===== src/verilog/pcap_ingress_config.svh =====
// ==========================================================
// PCAP ingress configuration
// Widths, depths and APB register offsets
// ==========================================================
`ifndef PCAP_INGRESS_CONFIG_SVH
`define PCAP_INGRESS_CONFIG_SVH

// Stream geometry
`define PI_TDATA_W          64
`define PI_TUSER_W          32
`define PI_DST_PORT_POS     24

// Queue id from the one-hot destination port
`define PI_NUM_QUEUES       4
`define PI_QID_W            2

// Buffer word: 9 bits per byte, read out in two halves
`define PI_PACKED_W         72
`define PI_OUT_W            36

// FIFO depths as address bits
`define PI_SKID_DEPTH_BITS  2
`define PI_BUF_DEPTH_BITS   4

// APB register map
`define PI_REG_CTRL         4'h0
`define PI_REG_STATUS       4'h4
`define PI_REG_PKT_COUNT    4'h8

`endif

===== src/verilog/replay_regs_pkg.sv =====
// ==========================================================
// APB bus types and register map for the replay registers
// ==========================================================
`include "pcap_ingress_config.svh"

package replay_regs_pkg;

  // APB requester side, setup then access phase
  typedef struct packed {
    logic        psel;
    logic        penable;
    logic        pwrite;
    logic [3:0]  paddr;
    logic [31:0] pwdata;
  } apb_req_t;

  // Completer side
  typedef struct packed {
    logic [31:0] prdata;
    logic        pready;
    logic        pslverr;
  } apb_rsp_t;

  // Mapped register offsets
  typedef enum logic [3:0] {
    CTRL      = `PI_REG_CTRL,
    STATUS    = `PI_REG_STATUS,
    PKT_COUNT = `PI_REG_PKT_COUNT
  } reg_addr_e;

endpackage


===== src/verilog/axis_types_pkg.sv =====
// ==========================================================
// Stream and buffer types for the ingress data path
// ==========================================================
`include "pcap_ingress_config.svh"

package axis_types_pkg;

  // One AXI4-Stream beat as held in the skid FIFO
  typedef struct packed {
    logic [`PI_TDATA_W-1:0]   tdata;
    logic [`PI_TDATA_W/8-1:0] tstrb;
    logic [`PI_TUSER_W-1:0]   tuser;
    logic                     tlast;
  } axis_beat_t;

  // Replay buffer entry
  // Byte i sits at [9i+8:9i], strobe bit on top
  typedef struct packed {
    logic [`PI_PACKED_W-1:0] packed_data;
    logic [`PI_QID_W-1:0]    qid;
  } buf_entry_t;

  // Framer FSM
  // Metadata word first, then the packet beats
  typedef enum logic {
    WR_META = 1'b0,
    WR_PKT  = 1'b1
  } framer_state_e;

endpackage


===== src/verilog/pcap_ingress_top.sv =====
// ==========================================================
// PCAP replay ingress stage
// Stream in, framed replay buffer out, APB control
// ==========================================================
`timescale 1ns/1ps
`include "pcap_ingress_config.svh"

module pcap_ingress_top (
  input  logic                       axi_aclk,
  input  logic                       rst_n,
  input  axis_types_pkg::axis_beat_t s_axis,
  input  logic                       s_axis_tvalid,
  output logic                       s_axis_tready,
  input  replay_regs_pkg::apb_req_t  apb_req,
  output replay_regs_pkg::apb_rsp_t  apb_rsp,
  input  logic                       fifo_rd_en,
  output logic [`PI_OUT_W-1:0]       fifo_dout,
  output logic [`PI_QID_W-1:0]       fifo_dout_qid,
  output logic                       fifo_empty
);

  // Skid FIFO head towards the framer
  axis_types_pkg::axis_beat_t head;
  logic                       skid_empty;
  logic                       skid_pop;

  // Framer write port into the buffer
  axis_types_pkg::buf_entry_t wr_entry;
  logic                       wr_en;
  logic                       buf_full;

  // Control and status
  logic enable;
  logic pkt_done;
  logic state_bit;

  axis_skid_fifo u_skid (
    .axi_aclk (axi_aclk),
    .rst_n    (rst_n),
    .enable   (enable),
    .in_beat  (s_axis),
    .in_valid (s_axis_tvalid),
    .in_ready (s_axis_tready),
    .head     (head),
    .empty    (skid_empty),
    .pop      (skid_pop)
  );

  pkt_framer u_framer (
    .axi_aclk  (axi_aclk),
    .rst_n     (rst_n),
    .enable    (enable),
    .head      (head),
    .empty     (skid_empty),
    .pop       (skid_pop),
    .full      (buf_full),
    .wr_entry  (wr_entry),
    .wr_en     (wr_en),
    .pkt_done  (pkt_done),
    .state_bit (state_bit)
  );

  replay_fifo u_buf (
    .axi_aclk (axi_aclk),
    .rst_n    (rst_n),
    .enable   (enable),
    .wr_entry (wr_entry),
    .wr_en    (wr_en),
    .full     (buf_full),
    .rd_en    (fifo_rd_en),
    .dout     (fifo_dout),
    .dout_qid (fifo_dout_qid),
    .empty    (fifo_empty)
  );

  replay_apb_regs u_regs (
    .axi_aclk   (axi_aclk),
    .rst_n      (rst_n),
    .apb_req    (apb_req),
    .apb_rsp    (apb_rsp),
    .enable     (enable),
    .pkt_done   (pkt_done),
    .fifo_empty (fifo_empty),
    .state_bit  (state_bit)
  );

endmodule


===== src/verilog/replay_apb_regs.sv =====
// ==========================================================
// APB register block: enable, status, packet counter
// Zero wait states, error on bad address or read-only write
// ==========================================================
`timescale 1ns/1ps

module replay_apb_regs (
  input  logic                      axi_aclk,
  input  logic                      rst_n,
  input  replay_regs_pkg::apb_req_t apb_req,
  output replay_regs_pkg::apb_rsp_t apb_rsp,
  output logic                      enable,
  input  logic                      pkt_done,
  input  logic                      fifo_empty,
  input  logic                      state_bit
);

  replay_regs_pkg::reg_addr_e reg_addr;

  logic        ctrl_en;
  logic [31:0] pkt_count;
  logic [31:0] rd_data;
  logic        addr_hit;
  logic        access;
  logic        wr_ctrl;
  logic        bad_write;

  // Access phase only
  assign access = apb_req.psel && apb_req.penable;

  // Address decode and read mux
  always_comb begin
    reg_addr = replay_regs_pkg::reg_addr_e'(apb_req.paddr);
    addr_hit = 1'b1;
    rd_data  = '0;
    case (reg_addr)
      replay_regs_pkg::CTRL:      rd_data = {31'b0, ctrl_en};
      replay_regs_pkg::STATUS:    rd_data = {30'b0, state_bit, fifo_empty};
      replay_regs_pkg::PKT_COUNT: rd_data = pkt_count;
      default:                    addr_hit = 1'b0;
    endcase
  end

  // STATUS and PKT_COUNT are read-only
  assign bad_write = apb_req.pwrite && (reg_addr != replay_regs_pkg::CTRL);
  assign wr_ctrl   = access && apb_req.pwrite && (reg_addr == replay_regs_pkg::CTRL);

  assign apb_rsp.prdata  = rd_data;
  assign apb_rsp.pready  = 1'b1;
  assign apb_rsp.pslverr = access && (!addr_hit || bad_write);

  assign enable = ctrl_en;

  // Enable bit, written at the access edge
  always_ff @(posedge axi_aclk or negedge rst_n) begin
    if (!rst_n) begin
      ctrl_en <= 1'b0;
    end else if (wr_ctrl) begin
      ctrl_en <= apb_req.pwdata[0];
    end
  end

  // Packet counter, held at zero while disabled
  always_ff @(posedge axi_aclk or negedge rst_n) begin
    if (!rst_n) begin
      pkt_count <= '0;
    end else if (!ctrl_en) begin
      pkt_count <= '0;
    end else if (pkt_done) begin
      pkt_count <= pkt_count + 1'b1;
    end
  end

endmodule


===== src/verilog/replay_fifo.sv =====
// ==========================================================
// Replay buffer, 72-bit entries read out as 36-bit halves
// Lower half first, queue id held per entry
// ==========================================================
`timescale 1ns/1ps
`include "pcap_ingress_config.svh"

module replay_fifo (
  input  logic                       axi_aclk,
  input  logic                       rst_n,
  input  logic                       enable,
  input  axis_types_pkg::buf_entry_t wr_entry,
  input  logic                       wr_en,
  output logic                       full,
  input  logic                       rd_en,
  output logic [`PI_OUT_W-1:0]       dout,
  output logic [`PI_QID_W-1:0]       dout_qid,
  output logic                       empty
);

  localparam int unsigned DEPTH = 1 << `PI_BUF_DEPTH_BITS;

  axis_types_pkg::buf_entry_t mem [DEPTH];

  logic [`PI_BUF_DEPTH_BITS-1:0] wr_ptr;
  logic [`PI_BUF_DEPTH_BITS-1:0] rd_ptr;
  logic [`PI_BUF_DEPTH_BITS:0]   count;
  logic                          half_sel;
  logic                          push;
  logic                          rd_ok;
  logic                          pull;
  axis_types_pkg::buf_entry_t    head_entry;

  assign full  = (count == DEPTH);
  assign empty = (count == '0);

  assign push  = wr_en && !full;
  assign rd_ok = rd_en && !empty;
  // Entry leaves on the upper-half read
  assign pull  = rd_ok && half_sel;

  // Fall-through read side
  assign head_entry = mem[rd_ptr];
  assign dout       = half_sel ? head_entry.packed_data[`PI_PACKED_W-1:`PI_OUT_W]
                               : head_entry.packed_data[`PI_OUT_W-1:0];
  assign dout_qid   = head_entry.qid;

  always_ff @(posedge axi_aclk) begin
    if (push) begin
      mem[wr_ptr] <= wr_entry;
    end
  end

  always_ff @(posedge axi_aclk or negedge rst_n) begin
    if (!rst_n) begin
      wr_ptr   <= '0;
      rd_ptr   <= '0;
      count    <= '0;
      half_sel <= 1'b0;
    end else if (!enable) begin
      // Flush, back to lower half
      wr_ptr   <= '0;
      rd_ptr   <= '0;
      count    <= '0;
      half_sel <= 1'b0;
    end else begin
      if (push) begin
        wr_ptr <= wr_ptr + 1'b1;
      end
      if (rd_ok) begin
        half_sel <= !half_sel;
      end
      if (pull) begin
        rd_ptr <= rd_ptr + 1'b1;
      end
      case ({push, pull})
        2'b10:   count <= count + 1'b1;
        2'b01:   count <= count - 1'b1;
        default: count <= count;
      endcase
    end
  end

endmodule


===== src/verilog/pkt_framer.sv =====
// ==========================================================
// Packet framer: metadata word, then packet words
// Tags each buffer entry with the decoded queue id
// ==========================================================
`timescale 1ns/1ps
`include "pcap_ingress_config.svh"

module pkt_framer (
  input  logic                       axi_aclk,
  input  logic                       rst_n,
  input  logic                       enable,
  input  axis_types_pkg::axis_beat_t head,
  input  logic                       empty,
  output logic                       pop,
  input  logic                       full,
  output axis_types_pkg::buf_entry_t wr_entry,
  output logic                       wr_en,
  output logic                       pkt_done,
  output logic                       state_bit
);

  axis_types_pkg::framer_state_e state;
  axis_types_pkg::framer_state_e next_state;

  logic [`PI_QID_W-1:0]      qid_r;
  logic [`PI_QID_W-1:0]      qid_next;
  logic [`PI_QID_W-1:0]      dec_qid;
  logic [`PI_NUM_QUEUES-1:0] dst_onehot;
  logic                      can_write;

  // Interleave each data byte with its strobe bit
  function automatic logic [`PI_PACKED_W-1:0] pack_bytes(
    input logic [`PI_TDATA_W-1:0]   data,
    input logic [`PI_TDATA_W/8-1:0] strb
  );
    logic [`PI_PACKED_W-1:0] packed_w;
    packed_w = '0;
    for (int i = 0; i < `PI_TDATA_W/8; i++) begin
      packed_w[9*i +: 9] = {strb[i], data[8*i +: 8]};
    end
    return packed_w;
  endfunction

  assign can_write = enable && !empty && !full;
  assign state_bit = (state == axis_types_pkg::WR_PKT);

  // Destination port bits sit on every other tuser bit
  always_comb begin
    dec_qid = qid_r;
    for (int q = 0; q < `PI_NUM_QUEUES; q++) begin
      dst_onehot[q] = head.tuser[`PI_DST_PORT_POS + 2*q];
    end
    // Non one-hot keeps the last queue
    for (int q = 0; q < `PI_NUM_QUEUES; q++) begin
      if (dst_onehot == (`PI_NUM_QUEUES'(1) << q)) begin
        dec_qid = `PI_QID_W'(q);
      end
    end
  end

  always_comb begin
    next_state           = state;
    qid_next             = qid_r;
    wr_en                = 1'b0;
    pop                  = 1'b0;
    pkt_done             = 1'b0;
    wr_entry.packed_data = pack_bytes(head.tdata, head.tstrb);
    wr_entry.qid         = qid_r;
    case (state)
      axis_types_pkg::WR_META: begin
        // tuser zero-extended, all strobes set, head stays
        wr_entry.packed_data = pack_bytes(`PI_TDATA_W'(head.tuser), '1);
        wr_entry.qid         = dec_qid;
        if (can_write) begin
          wr_en      = 1'b1;
          qid_next   = dec_qid;
          next_state = axis_types_pkg::WR_PKT;
        end
      end
      axis_types_pkg::WR_PKT: begin
        if (can_write) begin
          wr_en = 1'b1;
          pop   = 1'b1;
          if (head.tlast) begin
            pkt_done   = 1'b1;
            next_state = axis_types_pkg::WR_META;
          end
        end
      end
      default: next_state = axis_types_pkg::WR_META;
    endcase
  end

  always_ff @(posedge axi_aclk or negedge rst_n) begin
    if (!rst_n) begin
      state <= axis_types_pkg::WR_META;
      qid_r <= '0;
    end else if (!enable) begin
      state <= axis_types_pkg::WR_META;
      qid_r <= '0;
    end else begin
      state <= next_state;
      qid_r <= qid_next;
    end
  end

endmodule


===== src/verilog/axis_skid_fifo.sv =====
// ==========================================================
// Stream skid FIFO, four entries with fall-through head
// Ready drops at three held beats
// ==========================================================
`timescale 1ns/1ps
`include "pcap_ingress_config.svh"

module axis_skid_fifo (
  input  logic                     axi_aclk,
  input  logic                     rst_n,
  input  logic                     enable,
  input  axis_types_pkg::axis_beat_t in_beat,
  input  logic                     in_valid,
  output logic                     in_ready,
  output axis_types_pkg::axis_beat_t head,
  output logic                     empty,
  input  logic                     pop
);

  localparam int unsigned DEPTH       = 1 << `PI_SKID_DEPTH_BITS;
  localparam int unsigned NEARLY_FULL = DEPTH - 1;

  // Beat storage
  axis_types_pkg::axis_beat_t mem [DEPTH];

  logic [`PI_SKID_DEPTH_BITS-1:0] wr_ptr;
  logic [`PI_SKID_DEPTH_BITS-1:0] rd_ptr;
  logic [`PI_SKID_DEPTH_BITS:0]   count;
  logic                           push;
  logic                           pull;

  // Leaves one slot spare for a beat already in flight
  assign in_ready = enable && (count < NEARLY_FULL);
  assign push     = in_valid && in_ready;
  assign pull     = pop && !empty;

  // Head shows as soon as count is non-zero
  assign empty = (count == '0);
  assign head  = mem[rd_ptr];

  always_ff @(posedge axi_aclk) begin
    if (push) begin
      mem[wr_ptr] <= in_beat;
    end
  end

  always_ff @(posedge axi_aclk or negedge rst_n) begin
    if (!rst_n) begin
      wr_ptr <= '0;
      rd_ptr <= '0;
      count  <= '0;
    end else if (!enable) begin
      // Flush while disabled
      wr_ptr <= '0;
      rd_ptr <= '0;
      count  <= '0;
    end else begin
      if (push) begin
        wr_ptr <= wr_ptr + 1'b1;
      end
      if (pull) begin
        rd_ptr <= rd_ptr + 1'b1;
      end
      case ({push, pull})
        2'b10:   count <= count + 1'b1;
        2'b01:   count <= count - 1'b1;
        default: count <= count;
      endcase
    end
  end

endmodule


===== config.mk =====
export PLATFORM = sky130hd
export DESIGN_NAME = pcap_ingress_top
export DESIGN_NICKNAME = d
export VERILOG_FILES = /design/src/verilog/replay_regs_pkg.sv /design/src/verilog/axis_types_pkg.sv /design/src/verilog/pcap_ingress_top.sv /design/src/verilog/replay_apb_regs.sv /design/src/verilog/replay_fifo.sv /design/src/verilog/pkt_framer.sv /design/src/verilog/axis_skid_fifo.sv
export VERILOG_INCLUDE_DIRS = /design/src /design/src/verilog
export SDC_FILE = /design/constraint.sdc
export NUM_CORES = 1
export LEC_CHECK = 0
export BUFFER_PORTS_ARGS = -buffer_cell sky130_fd_sc_hd__buf_2
export CAP_MARGIN = 40
export CELL_PAD_IN_SITES_DETAIL_PLACEMENT = 2
export CELL_PAD_IN_SITES_GLOBAL_PLACEMENT = 2
export CORE_UTILIZATION = 50
export CTS_CLUSTER_DIAMETER = 120
export DETAILED_ROUTE_END_ITERATION = 16
export PLACE_DENSITY_LB_ADDON = 0.1
export SKIP_LAST_GASP = 1
export SLEW_MARGIN = 0
export SYNTH_ARGS = -nofsm -noshare
export SYNTH_HDL_FRONTEND = slang
export SYNTH_SLANG_ARGS = --single-unit

===== constraint.sdc =====
create_clock -name axi_aclk -period 4.5 [get_ports axi_aclk]
set_input_delay 0.9 -clock axi_aclk [delete_from_list [all_inputs] [get_ports axi_aclk]]
set_output_delay 0.9 -clock axi_aclk [all_outputs]
set_load 0.03 [all_outputs]

==> flow_metrics.tcl, run 1 <==
set metrics [dict create \
    outcome "did not finish" \
    last_stage_the_flow_got_to "3_5_place_dp" \
    error_line "[ERROR DPL-0033] detailed placement checks failed during check placement." \
    synth_edf_count 1604 \
    synthesis.nets 2881 \
    yosys_most_used_dff "edfxtp_1" \
    fp-row-count 130 \
    netlist_instances 2717 \
    synthesis.area_per_instance_um2 23.6 \
    placement.io_buffers 189 \
    netlist_area_um2 64100 \
    chipHeight_um 360 \
    synth-warning-count 0 \
    post_synth_num_cell_types 54 \
    boundaryPins 222 \
    synth.ff_latch_count 1661 \
    synth-seq-area-share 0.774 \
    asyncSetResetFlopFracSynth 0.0343 \
    routabilityCongestion 0.719 \
    start_util 0.507 \
    detailedPlacementHpwl_um 109000 \
    fp.dieW_um 360 \
]
kinds of logic after synthesis:
family,share of synthesized area
buffers and inverters,0.0108
AND/OR/NAND/NOR,0.0202
AO/OA/AOI/OAI,0.00768
adder cells (fa/ha/maj),0.00340
other,0.0000585
multiplexers,0.180
flip-flops,0.774
XOR/XNOR,0.00355
Yosys cell counts (2+ instances only):
cell	n	area share
a2111oi_0	2	0.00027
a21oi_1	25	0.0020
a311oi_1	2	0.00027
a31oi_1	2	0.00020
and2_1	83	0.0081
and3_1	5	0.00049
and4_1	6	0.00082
buf_1	19	0.0011
buf_2	33	0.0026
buf_4	11	0.0013
buf_6	4	0.00070
clkbuf_1	73	0.0043
dfrtp_1	57	0.022
edfxtp_1	1604	0.75
ha_1	15	0.0029
inv_1	14	0.00082
mux2_2	68	0.012
mux2i_1	8	0.0012
mux4_2	475	0.17
nand2_1	24	0.0014
nand2b_1	10	0.00098
nand3_1	17	0.0013
nand4_1	17	0.0017
nor2_1	30	0.0018
nor3_1	8	0.00062
nor4_1	2	0.00020
o211ai_1	2	0.00023
o21a_1	2	0.00023
o21ai_0	20	0.0016
o31ai_1	13	0.0015
or3_1	11	0.0011
or4_1	9	0.0011
xnor2_1	9	0.0012
xor2_1	17	0.0023
per-stage QoR:
stage / setup slack [ps] / instance area (um2) / hold slack (ps)
2_1_floorplan: 0.430 / 64100 / 459
3_3_place_gp: 802 / 67400 / 492
==> inputs of run 2 (changes only) <==
- CELL_PAD_IN_SITES_DETAIL_PLACEMENT: 2 -> not set
- CELL_PAD_IN_SITES_GLOBAL_PLACEMENT: 2 -> not set
- CORE_UTILIZATION: 50 -> 35
- CTS_CLUSTER_DIAMETER: 120 -> not set
- PLACE_DENSITY_LB_ADDON: 0.1 -> 0.15
==> run 2 against run 1 <==
Effect of this change: the run now ends clean; synthesized cell count did not move; area after synthesis unchanged.
==> flow_metrics.tcl, run 2 <==
set metrics [dict create \
    outcome "completed" \
    synth_edf_count 1604 \
    fin_skew_ps 24.6 \
    cp-start-kind "flip-flop" \
    clock_tree.root_cell "clkbuf_16" \
    grt_antenna_before_repair 29 \
    placeableCoreArea_um2 181000 \
    timing.fmax_ghz 0.227 \
    boundaryPins 222 \
    slew-limit-headroom 0.396 \
    dominant_cell_by_count_in_the_synthesized_netlist "edfxtp_1" \
    synthesis.nets 2881 \
    synth_commonest_cells "1604 x edfxtp_1, 475 x mux4_2, 83 x and2_1" \
    multi_input_area_um2 13800 \
    fp-row-count 156 \
    postRouteAntennaNets 0 \
    placement.io_buffers 189 \
    cp_top_family "multiplexers" \
    yosys_most_used_dff "edfxtp_1" \
    routabilityCongestion 0.750 \
    largest-register "u_buf.mem" \
    post_synth_main_area_contributors "edfxtp_1 75%, mux4_2 17%, dfrtp_1 2.2%" \
    report.final.slew_viol_count 0 \
    first_global_vias 31400 \
    synth-seq-area-share 0.774 \
    yosys.area.top_type_share 0.752 \
    numPlacedInstances 5226 \
    critPathMaxFanout 19 \
    critical_path_cell_with_the_highest_stage_delay "dfrtp_4" \
    final.fill_count 15700 \
    synthesis.area_per_instance_um2 23.6 \
    arrival_ps 3500 \
    whs_ps 160 \
    dr.pass1.iters 6 \
    top_library_cells_by_usage_in_the_layout_fill_and_taps_aside "1604 x edfxtp_1, 475 x mux4_2, 189 x buf_2" \
    numCtsBuffers 171 \
    post_synth_num_cell_types 54 \
    critical_path_required_ps 3600 \
    cellPowerDensity_nw_per_um2 648 \
    final_layout_size_suffix_gt1_frac 0.345 \
    report.final.setup_viol 0 \
    largest_net_degree_at_the_start_of_global_routing 83 \
    critical_path.max_stage_delay_ps 530 \
    cellLeakagePower_nw 23.0 \
    irDropWorstVdd_mv 0.333 \
    clock_tree.htree_level_count 4 \
    r2r_slack_ps 1190 \
    post-route-period-util 0.978 \
    final_design_area_no_fill_um2 74100 \
    critPathCaptureType "primary output" \
    vias 28800 \
    tritoncts "built" \
    grt_setup_unrepaired "yes" \
    path_common_cell "mux4_2" \
    final.setup.worst_slack_ps 99.4 \
    cts-hold-fix-buffers 0 \
    clkLatencyLatePin_ps 800 \
    final-hold-violation-count 0 \
    asyncSetResetFlopFracSynth 0.0343 \
    start_util 0.353 \
    detailedPlacementHpwl_um 85700 \
    wl_per_cell_um 26.9 \
    finish.cell_count_without_fillers 5545 \
    synthDominantAreaCellType "edfxtp_1" \
    drt-vias-per-instance 5.20 \
    drcViolationCount 0 \
    chipHeight_um 430 \
    synth-warning-count 0 \
    final_net_count 3198 \
    fp.dieW_um 430 \
    post_dp_cell_area_um2 68600 \
    storage_element_area_um2 49600 \
    clock-sinks 1661 \
    mostFrequentLayoutCell "edfxtp_1" \
    dpl_worst_slack_ps 748 \
    cts_max_path_buffers 3 \
    max_reg_flops 1184 \
    synth.ff_latch_count 1661 \
    clk_pin_slew_worst_paths_ps 60 \
    path_cells "buf_16 -> bufbuf_16 -> mux4_2 -> mux4_2 -> mux2_2 -> buf_2" \
    fp.dieArea_um2 185000 \
    maxCapViolations 0 \
    netlist_area_um2 64100 \
    hp_class "in2async" \
    count_of_routing_violations_after_the_opening_detailed_route_iteration 2420 \
    netlist_instances 2717 \
    total_routing_usage_gr 0.163 \
    cp_num_buf_inv 3 \
    tightestPinTransition_ps 906 \
    gr-total-overflow 0 \
    post_route_wl_um 149000 \
    syn_to_final_growth_pct 15.7 \
    critical_path_class "reg2out" \
    wire_length_of_the_first_global_routing_pass_um 217000 \
    largest_registers_ranked_by_flip_flop_count "u_buf.mem x1184, u_skid.mem x420, u_regs.pkt_count x32" \
    post-route-min-period_ps 4400 \
]
## run 2: cell counts after synthesis
Identical to the previous run, type by type.
## run 2: cell families (layout without fill, tap and decap cells)
kind of cell,count (synthesis),after routing,share of synthesized area
AOI/OAI and AO/OA,78,78,0.00768
xor gates and xnor gates,26,26,0.00355
adders and majority gates,17,17,0.00340
buffers and inverters,155,611,0.0108
DFF,1661,1661,0.774
muxes,551,551,0.180
other,1,3,0.0000585
and+or+nand+nor,228,228,0.0202
## run 2: worst paths after layout
check	start	depth (start not counted)	endpoint
worst max register to register	u_buf.count[1]	11	u_buf.count[4]
max in group asynchronous	rst_n	2	u_framer.state_bit
worst min register to register	u_regs.pkt_count[5]	1	u_regs.pkt_count[5]
min in group axi_aclk	s_axis[9]	1	u_skid.mem[3][9]
worst max-delay path	u_buf.rd_ptr[0]	6	fifo_dout[14]
worst min-delay path	rst_n	1	u_regs.pkt_count[23]
## run 2: worst register-to-register path: stages (launching register included)
cell      delay (ps)
dfrtp_1          470
nor4_1           630
a21oi_1          200
inv_1            310
ha_1             380
xor2_1           140
ha_1             230
inv_1             50
o21ai_0           70
a21o_1           180
a221oi_1         370
mux2i_1          220
## run 2: report_power, final
part / internal, mW / leakage (nW) / switching [mW] / total [mW]
Combinational: 5.17 / 5.11 / 8.07 / 13.2
Sequential: 20.7 / 15.3 / 0.605 / 21.3
Clock: 7.68 / 2.61 / 5.77 / 13.5
Total: 33.6 / 23.0 / 14.4 / 48.0
## run 2: metrics by stage
step,TNS [ps],utilization,power [mW]
final,0,0.409,48.0
after global routing,-67.7,0.409,50.0
after CTS,-35.2,0.409,48.8
after detailed placement,0,0.379,35.1
after global placement,0,0.378,34.6
after floorplan,0,-,30.0
## run 2: repair_timing
item	in CTS	in global routing
buffers inserted	3	0
cloned	2	0
endpoints found under the setup margin	21	8
gates resized for setup	6	0
pin swaps	0	0
## run 2: layout make-up
type | instances | area share
clock inverter | 94 | 0.00954
inverter | 15 | 0.000760
clock buffer | 218 | 0.0621
timing repair buffer | 284 | 0.0311
antenna | 2 | 0.0000675
sequential | 1661 | 0.670
multi-input combinational | 901 | 0.187
tap | 2370 | 0.0400
## run 2: layer usage
metal | vias to the layer above | global-route usage | share of wire
li1 | 12200 | - | -
met1 | 15700 | 0.214 | 0.43
met2 | 614 | 0.275 | 0.50
met4 | 42 | 0.0511 | 0.026
met3 | 254 | 0.0302 | 0.043
met5 | - | 0 | 0.0018
No activity file was read; power rests on OpenSTA's default activity.
==> inputs of run 3 (changes only) <==
- SLEW_MARGIN: 0 -> not set
- clock period: 4.5 -> 5.46 ns (I/O delays scaled with it)
==> run 3 against run 2 <==
Effect of this change: non-clock buffer count fell by 26; total power shrank 18%; sequential share of layout area is 0.28 points higher; core utilization shrank 0.17 points; critical endpoint is now fifo_dout[32]; largest cell class unchanged.
==> flow_metrics.tcl, run 3 (same netlist as run 2, synthesis figures left out) <==
set metrics [dict create \
    final_util 0.407 \
    dr.pass1.iters 5 \
    vias 28600 \
    post-route-period-util 0.876 \
    grt_setup_unrepaired "no" \
    hp_class "in2async" \
    clock-sinks 1661 \
    largest-register "u_buf.mem" \
    critPathMaxFanout 34 \
    clock_tree.htree_level_count 4 \
    critPathCaptureType "primary output" \
    numPlacedInstances 5205 \
    final_layout_size_suffix_gt1_frac 0.341 \
    cellLeakagePower_nw 22.9 \
    maxCapViolations 0 \
    drcViolationCount 0 \
    total_routing_usage_gr 0.162 \
    path_common_cell "mux4_2" \
    finish.cell_count_without_fillers 5507 \
    max_reg_flops 1184 \
    fp.dieW_um 430 \
    fp.dieArea_um2 185000 \
    routabilityCongestion 0.743 \
    cts-resized-gates 0 \
    count_of_routing_violations_after_the_opening_detailed_route_iteration 2246 \
    final.setup.worst_slack_ps 679 \
    postRouteAntennaNets 0 \
    clock_tree.root_cell "clkbuf_16" \
    cts_max_path_buffers 3 \
    tightestPinTransition_ps 875 \
    cellPowerDensity_nw_per_um2 535 \
    cts_setup_buffers 0 \
    critical_path.max_stage_delay_ps 670 \
    post_route_wl_um 149000 \
    syn_to_final_growth_pct 15.2 \
    report.final.setup_viol 0 \
    irDropWorstVdd_mv 0.306 \
    placement.io_buffers 189 \
    placeableCoreArea_um2 181000 \
    fin_tns_setup_ps 0 \
    clk_pin_slew_worst_paths_ps 60 \
    wl_per_cell_um 27.0 \
    arrival_ps 3690 \
    chipHeight_um 430 \
    cts-hold-fix-buffers 0 \
    mostFrequentLayoutCell "edfxtp_1" \
    wire_length_of_the_first_global_routing_pass_um 216000 \
    critical_path_required_ps 4370 \
    cp-start-kind "flip-flop" \
    clkLatencyLatePin_ps 790 \
    final.fill_count 15600 \
    critical_path_class "reg2out" \
    detailedPlacementHpwl_um 83800 \
    first_global_vias 31200 \
    numCtsBuffers 169 \
    start_util 0.353 \
    outcome "completed" \
    grt_antenna_before_repair 32 \
    largest_net_degree_at_the_start_of_global_routing 78 \
    drt-vias-per-instance 5.20 \
    dpl_worst_slack_ps 1390 \
    largest_registers_ranked_by_flip_flop_count "u_buf.mem x1184, u_skid.mem x420, u_regs.pkt_count x32" \
    tritoncts "built" \
    fp-row-count 156 \
    path_cells "buf_4 -> mux4_2 -> mux4_2 -> mux2_2 -> buf_2" \
    report.final.slew_viol_count 0 \
    timing.fmax_ghz 0.209 \
    critical_path_cell_with_the_highest_stage_delay "dfrtp_4" \
    top_library_cells_by_usage_in_the_layout_fill_and_taps_aside "1604 x edfxtp_1, 475 x mux4_2, 189 x buf_2" \
    final-hold-violation-count 0 \
    boundaryPins 222 \
    final_net_count 3170 \
    gr-total-overflow 0 \
    fin_skew_ps 20.9 \
    slew-limit-headroom 0.416 \
    post-route-min-period_ps 4780 \
]
run 3: final cells by class:
class	instances	area (um2)	area share
timing repair buffer	258	1920	0.0260
multi-input combinational	901	13800	0.188
clock inverter	91	908	0.0123
inverter	15	56.3	0.000763
clock buffer	209	4480	0.0607
antenna	2	5.00	0.0000678
tap	2370	2970	0.0402
sequential	1661	49600	0.672
run 3: final timing paths:
check / slack, ps / to / from / cells past startpoint
max in group asynchronous: 4330 / u_skid.rd_ptr[1] / rst_n / 2
max reg2reg: 2120 / u_buf.mem[8][0] / u_regs.enable / 8
max: 680 / fifo_dout[32] / u_buf.rd_ptr[0] / 5
min reg2reg: 520 / u_regs.pkt_count[5] / u_regs.pkt_count[5] / 1
min in group axi_aclk: 520 / u_regs.pkt_count[5] / u_regs.pkt_count[5] / 1
min: 470 / u_regs.pkt_count[28] / rst_n / 2
run 3: critical path, delay by kind of cell, from the launching register on:
family	cells	cell delay [ps]
DFF	1	670
muxes	3	1380
buffers and inverters	2	810
run 3: power breakdown:
group | switching (mW) | leakage, nW | internal, mW
Sequential | 0.647 | 15.3 | 17.1
Clock | 4.74 | 2.65 | 6.61
Combinational | 6.36 | 4.92 | 4.07
run 3: per-layer routing:
layer,GRT usage,up-vias,wire length [um]
met5,0,-,342
met1,0.216,15600,64600
li1,-,12200,-
met3,0.0309,225,6340
met2,0.275,585,75000
met4,0.0359,52,2420
run 3: stage by stage:
| stage | hold slack (ps) | total power [mW] | area, um2 |
|---|---|---|---|
| 2_1_floorplan | 459 | 24.7 | 64100 |
| 3_3_place_gp | 493 | 28.3 | 68200 |
| 4_1_cts | 430 | 40.2 | 73800 |
| 6_report | 467 | 39.5 | 73800 |
| 3_5_place_dp | 513 | 28.8 | 68400 |
| 5_1_grt | 462 | 41.2 | 73800 |
==> inputs of run 4 (changes only) <==
- ABC_AREA: not set -> 1
==> run 4 against run 3 <==
Effect of this change: final cell count rose by 45%; register-to-register slack lost 50 ps; via count up 46%; area after synthesis is 4.0% higher; flip-flop and latch count unchanged; first-iteration DRC count up 62%; core utilization is essentially flat; maximum frequency is 2.4% lower; total power is 22% higher; final area is 3.8% higher; largest power group unchanged.
==> flow_metrics.tcl, run 4 <==
set metrics [dict create \
    grt_antenna_before_repair 44 \
    synthXorXnorAreaFrac 0.00145 \
    placeableCoreArea_um2 188000 \
    final-hold-violation-count 0 \
    synth_edf_count 1604 \
    fp-row-count 159 \
    post_synth_num_cell_types 48 \
    critPathMaxFanout 112 \
    routabilityCongestion 0.828 \
    cts-resized-gates 0 \
    netlist_area_um2 66600 \
    total_routing_usage_gr 0.197 \
    largest_net_degree_at_the_start_of_global_routing 197 \
    netlist_instances 5147 \
    tightestPinTransition_ps 994 \
    critical_path_cell_with_the_highest_stage_delay "dfrtp_4" \
    clock_tree.root_cell "clkbuf_16" \
    path_cells "clkinv_8 -> buf_12 -> nor2_1 -> o21ai_0 -> o211ai_1 -> nand3_1 -> nand2_1 -> nand2_1 -> nand2_1 -> buf_2" \
    report.final.setup_viol 0 \
    post-route-min-period_ps 4900 \
    first_global_vias 40000 \
    fin_skew_ps 24.2 \
    report.final.slew_viol_count 0 \
    hp_class "in2async" \
    path_common_cell "nand2_1" \
    dominant_cell_by_count_in_the_synthesized_netlist "edfxtp_1" \
    fp.dieArea_um2 192000 \
    top_library_cells_by_usage_in_the_layout_fill_and_taps_aside "1604 x edfxtp_1, 1162 x nor2_1, 672 x o21ai_0" \
    largest-register "u_buf.mem" \
    outcome "completed" \
    synthDominantAreaCellType "edfxtp_1" \
    synth.ff_latch_count 1661 \
    chipHeight_um 438 \
    clkLatencyLatePin_ps 810 \
    cts_setup_buffers 0 \
    gr-total-overflow 0 \
    synth_mux_area_frac 0 \
    wire_length_of_the_first_global_routing_pass_um 278000 \
    placement.io_buffers 189 \
    final.setup.worst_slack_ps 559 \
    critical_path.max_stage_delay_ps 630 \
    clk_pin_slew_worst_paths_ps 60 \
    cts-hold-fix-buffers 0 \
    synth-seq-area-share 0.745 \
    synth_top_family_by_area "compound AO/OA/AOI/OAI gates" \
    synthesis.nets 5311 \
    largest_registers_ranked_by_flip_flop_count "u_buf.mem x1184, u_skid.mem x420, u_regs.pkt_count x32" \
    start_util 0.354 \
    count_of_routing_violations_after_the_opening_detailed_route_iteration 3638 \
    cellLeakagePower_nw 25.4 \
    clock_tree.htree_level_count 4 \
    vias 41700 \
    synth_compound_gate_area_share 0.111 \
    max_reg_flops 1184 \
    synth-warning-count 0 \
    synthSimpleGateAreaFrac 0.106 \
    cts_max_path_buffers 3 \
    arrival_ps 3810 \
    dr.pass1.iters 5 \
    irDropWorstVdd_mv 0.527 \
    fp.dieW_um 438 \
    syn_to_final_growth_pct 15.0 \
    tritoncts "built" \
    synth_commonest_cells "1604 x edfxtp_1, 1182 x nor2_1, 672 x o21ai_0" \
    cp-start-kind "flip-flop" \
    critPathCaptureType "primary output" \
    final_net_count 5501 \
    wl_per_cell_um 24.2 \
    yosys_most_used_dff "edfxtp_1" \
    yosys.area.top_type_share 0.723 \
    dpl_worst_slack_ps 1370 \
    postRouteAntennaNets 0 \
    maxCapViolations 0 \
    grt_setup_unrepaired "no" \
    drcViolationCount 0 \
    critical_path_class "reg2out" \
    clock-sinks 1661 \
    final.fill_count 17500 \
    critical_path_required_ps 4370 \
    numCtsBuffers 175 \
    synthesis.area_per_instance_um2 12.9 \
    post-route-period-util 0.898 \
    post_synth_main_area_contributors "edfxtp_1 72%, nor2_1 6.7%, o21ai_0 5.0%" \
    asyncSetResetFlopFracSynth 0.0343 \
    drt-vias-per-instance 5.22 \
    post_route_wl_um 193000 \
    boundaryPins 222 \
    synth_adder_area_share 0.00312 \
    detailedPlacementHpwl_um 104000 \
    mostFrequentLayoutCell "edfxtp_1" \
    timing.fmax_ghz 0.204 \
    slew-limit-headroom 0.337 \
    final_layout_size_suffix_gt1_frac 0.122 \
    fin_tns_setup_ps 0 \
    cellPowerDensity_nw_per_um2 629 \
]
==> run 4: cell count changes after synthesis, sizes merged, moves of 108 or more <==
cell    change
buf       +117
mux4      -475
nand2     +347
nand3     +174
nor2     +1154
o211ai    +108
o21ai     +818
o221ai    +187
==> run 4: layer usage <==
| layer | up-vias | track usage | part of all wire |
|---|---|---|---|
| li1 | 19400 | - | - |
| met1 | 20900 | 0.265 | 0.44 |
| met2 | 1032 | 0.320 | 0.48 |
| met3 | 299 | 0.0345 | 0.052 |
| met4 | 54 | 0.0700 | 0.031 |
| met5 | - | 0 | 0.0018 |
==> run 4: cell type report <==
class                      instances  area, um2  area share
sequential                      1661      49600       0.648
multi-input combinational       3065      15000       0.196
clock buffer                     222       4710      0.0615
tap                             2495       3120      0.0407
timing repair buffer             361       2860      0.0373
clock inverter                    99        921      0.0120
inverter                          73        323     0.00421
antenna                           11       27.5    0.000359
==> run 4: cell families (layout without fill, tap and decap cells) <==
kind of cell               Yosys count  after routing
AOI/OAI and AO/OA                 1251           1251
buffers and inverters              421            755
other                                1             12
DFF                               1661           1661
adders and majority gates           16             16
and+or+nand+nor                   1786           1786
xor gates and xnor gates            11             11
==> run 4: worst max-delay path: cells and delay by family, from the launching register on <==
family,cells,cell delay [ps]
buf+inv,3,1020
flops,1,630
simple gates,5,960
compound gates,2,190
==> run 4: report_power, final <==
| group | internal (mW) | total, mW | leakage, nW | switching (mW) |
|---|---|---|---|---|
| combinational | 4.09 | 17.2 | 7.28 | 13.1 |
| sequential | 18.6 | 19.2 | 15.3 | 0.595 |
| clock | 6.77 | 11.7 | 2.76 | 4.95 |
==> run 4: worst paths after layout <==
check / start / end / slack [ps] / cells after the start
max: u_buf.rd_ptr[1] / fifo_dout[14] / 560 / 10
min: rst_n / u_regs.pkt_count[26] / 460 / 2
max reg2reg: u_buf.half_sel / u_buf.count[4] / 2070 / 11
min reg2reg: u_framer.qid_r[1] / u_framer.qid_r[1] / 530 / 2
max in group asynchronous: rst_n / u_buf.rd_ptr[1] / 4340 / 2
min in group axi_aclk: s_axis[33] / u_skid.mem[3][33] / 490 / 1
==> run 4: stage by stage <==
stage                     hold slack (ps)  cells   util  area (um2)  total power [mW]
after floorplan                       471   5147      -       66600              29.4
after global placement                513   7635  0.375       70700              36.6
after detailed placement              509   7655  0.377       70900              36.9
after CTS                             405   7976  0.406       76600              48.7
after global routing                  437   7982  0.407       76600              50.5
final                                 461   7987  0.407       76600              48.2
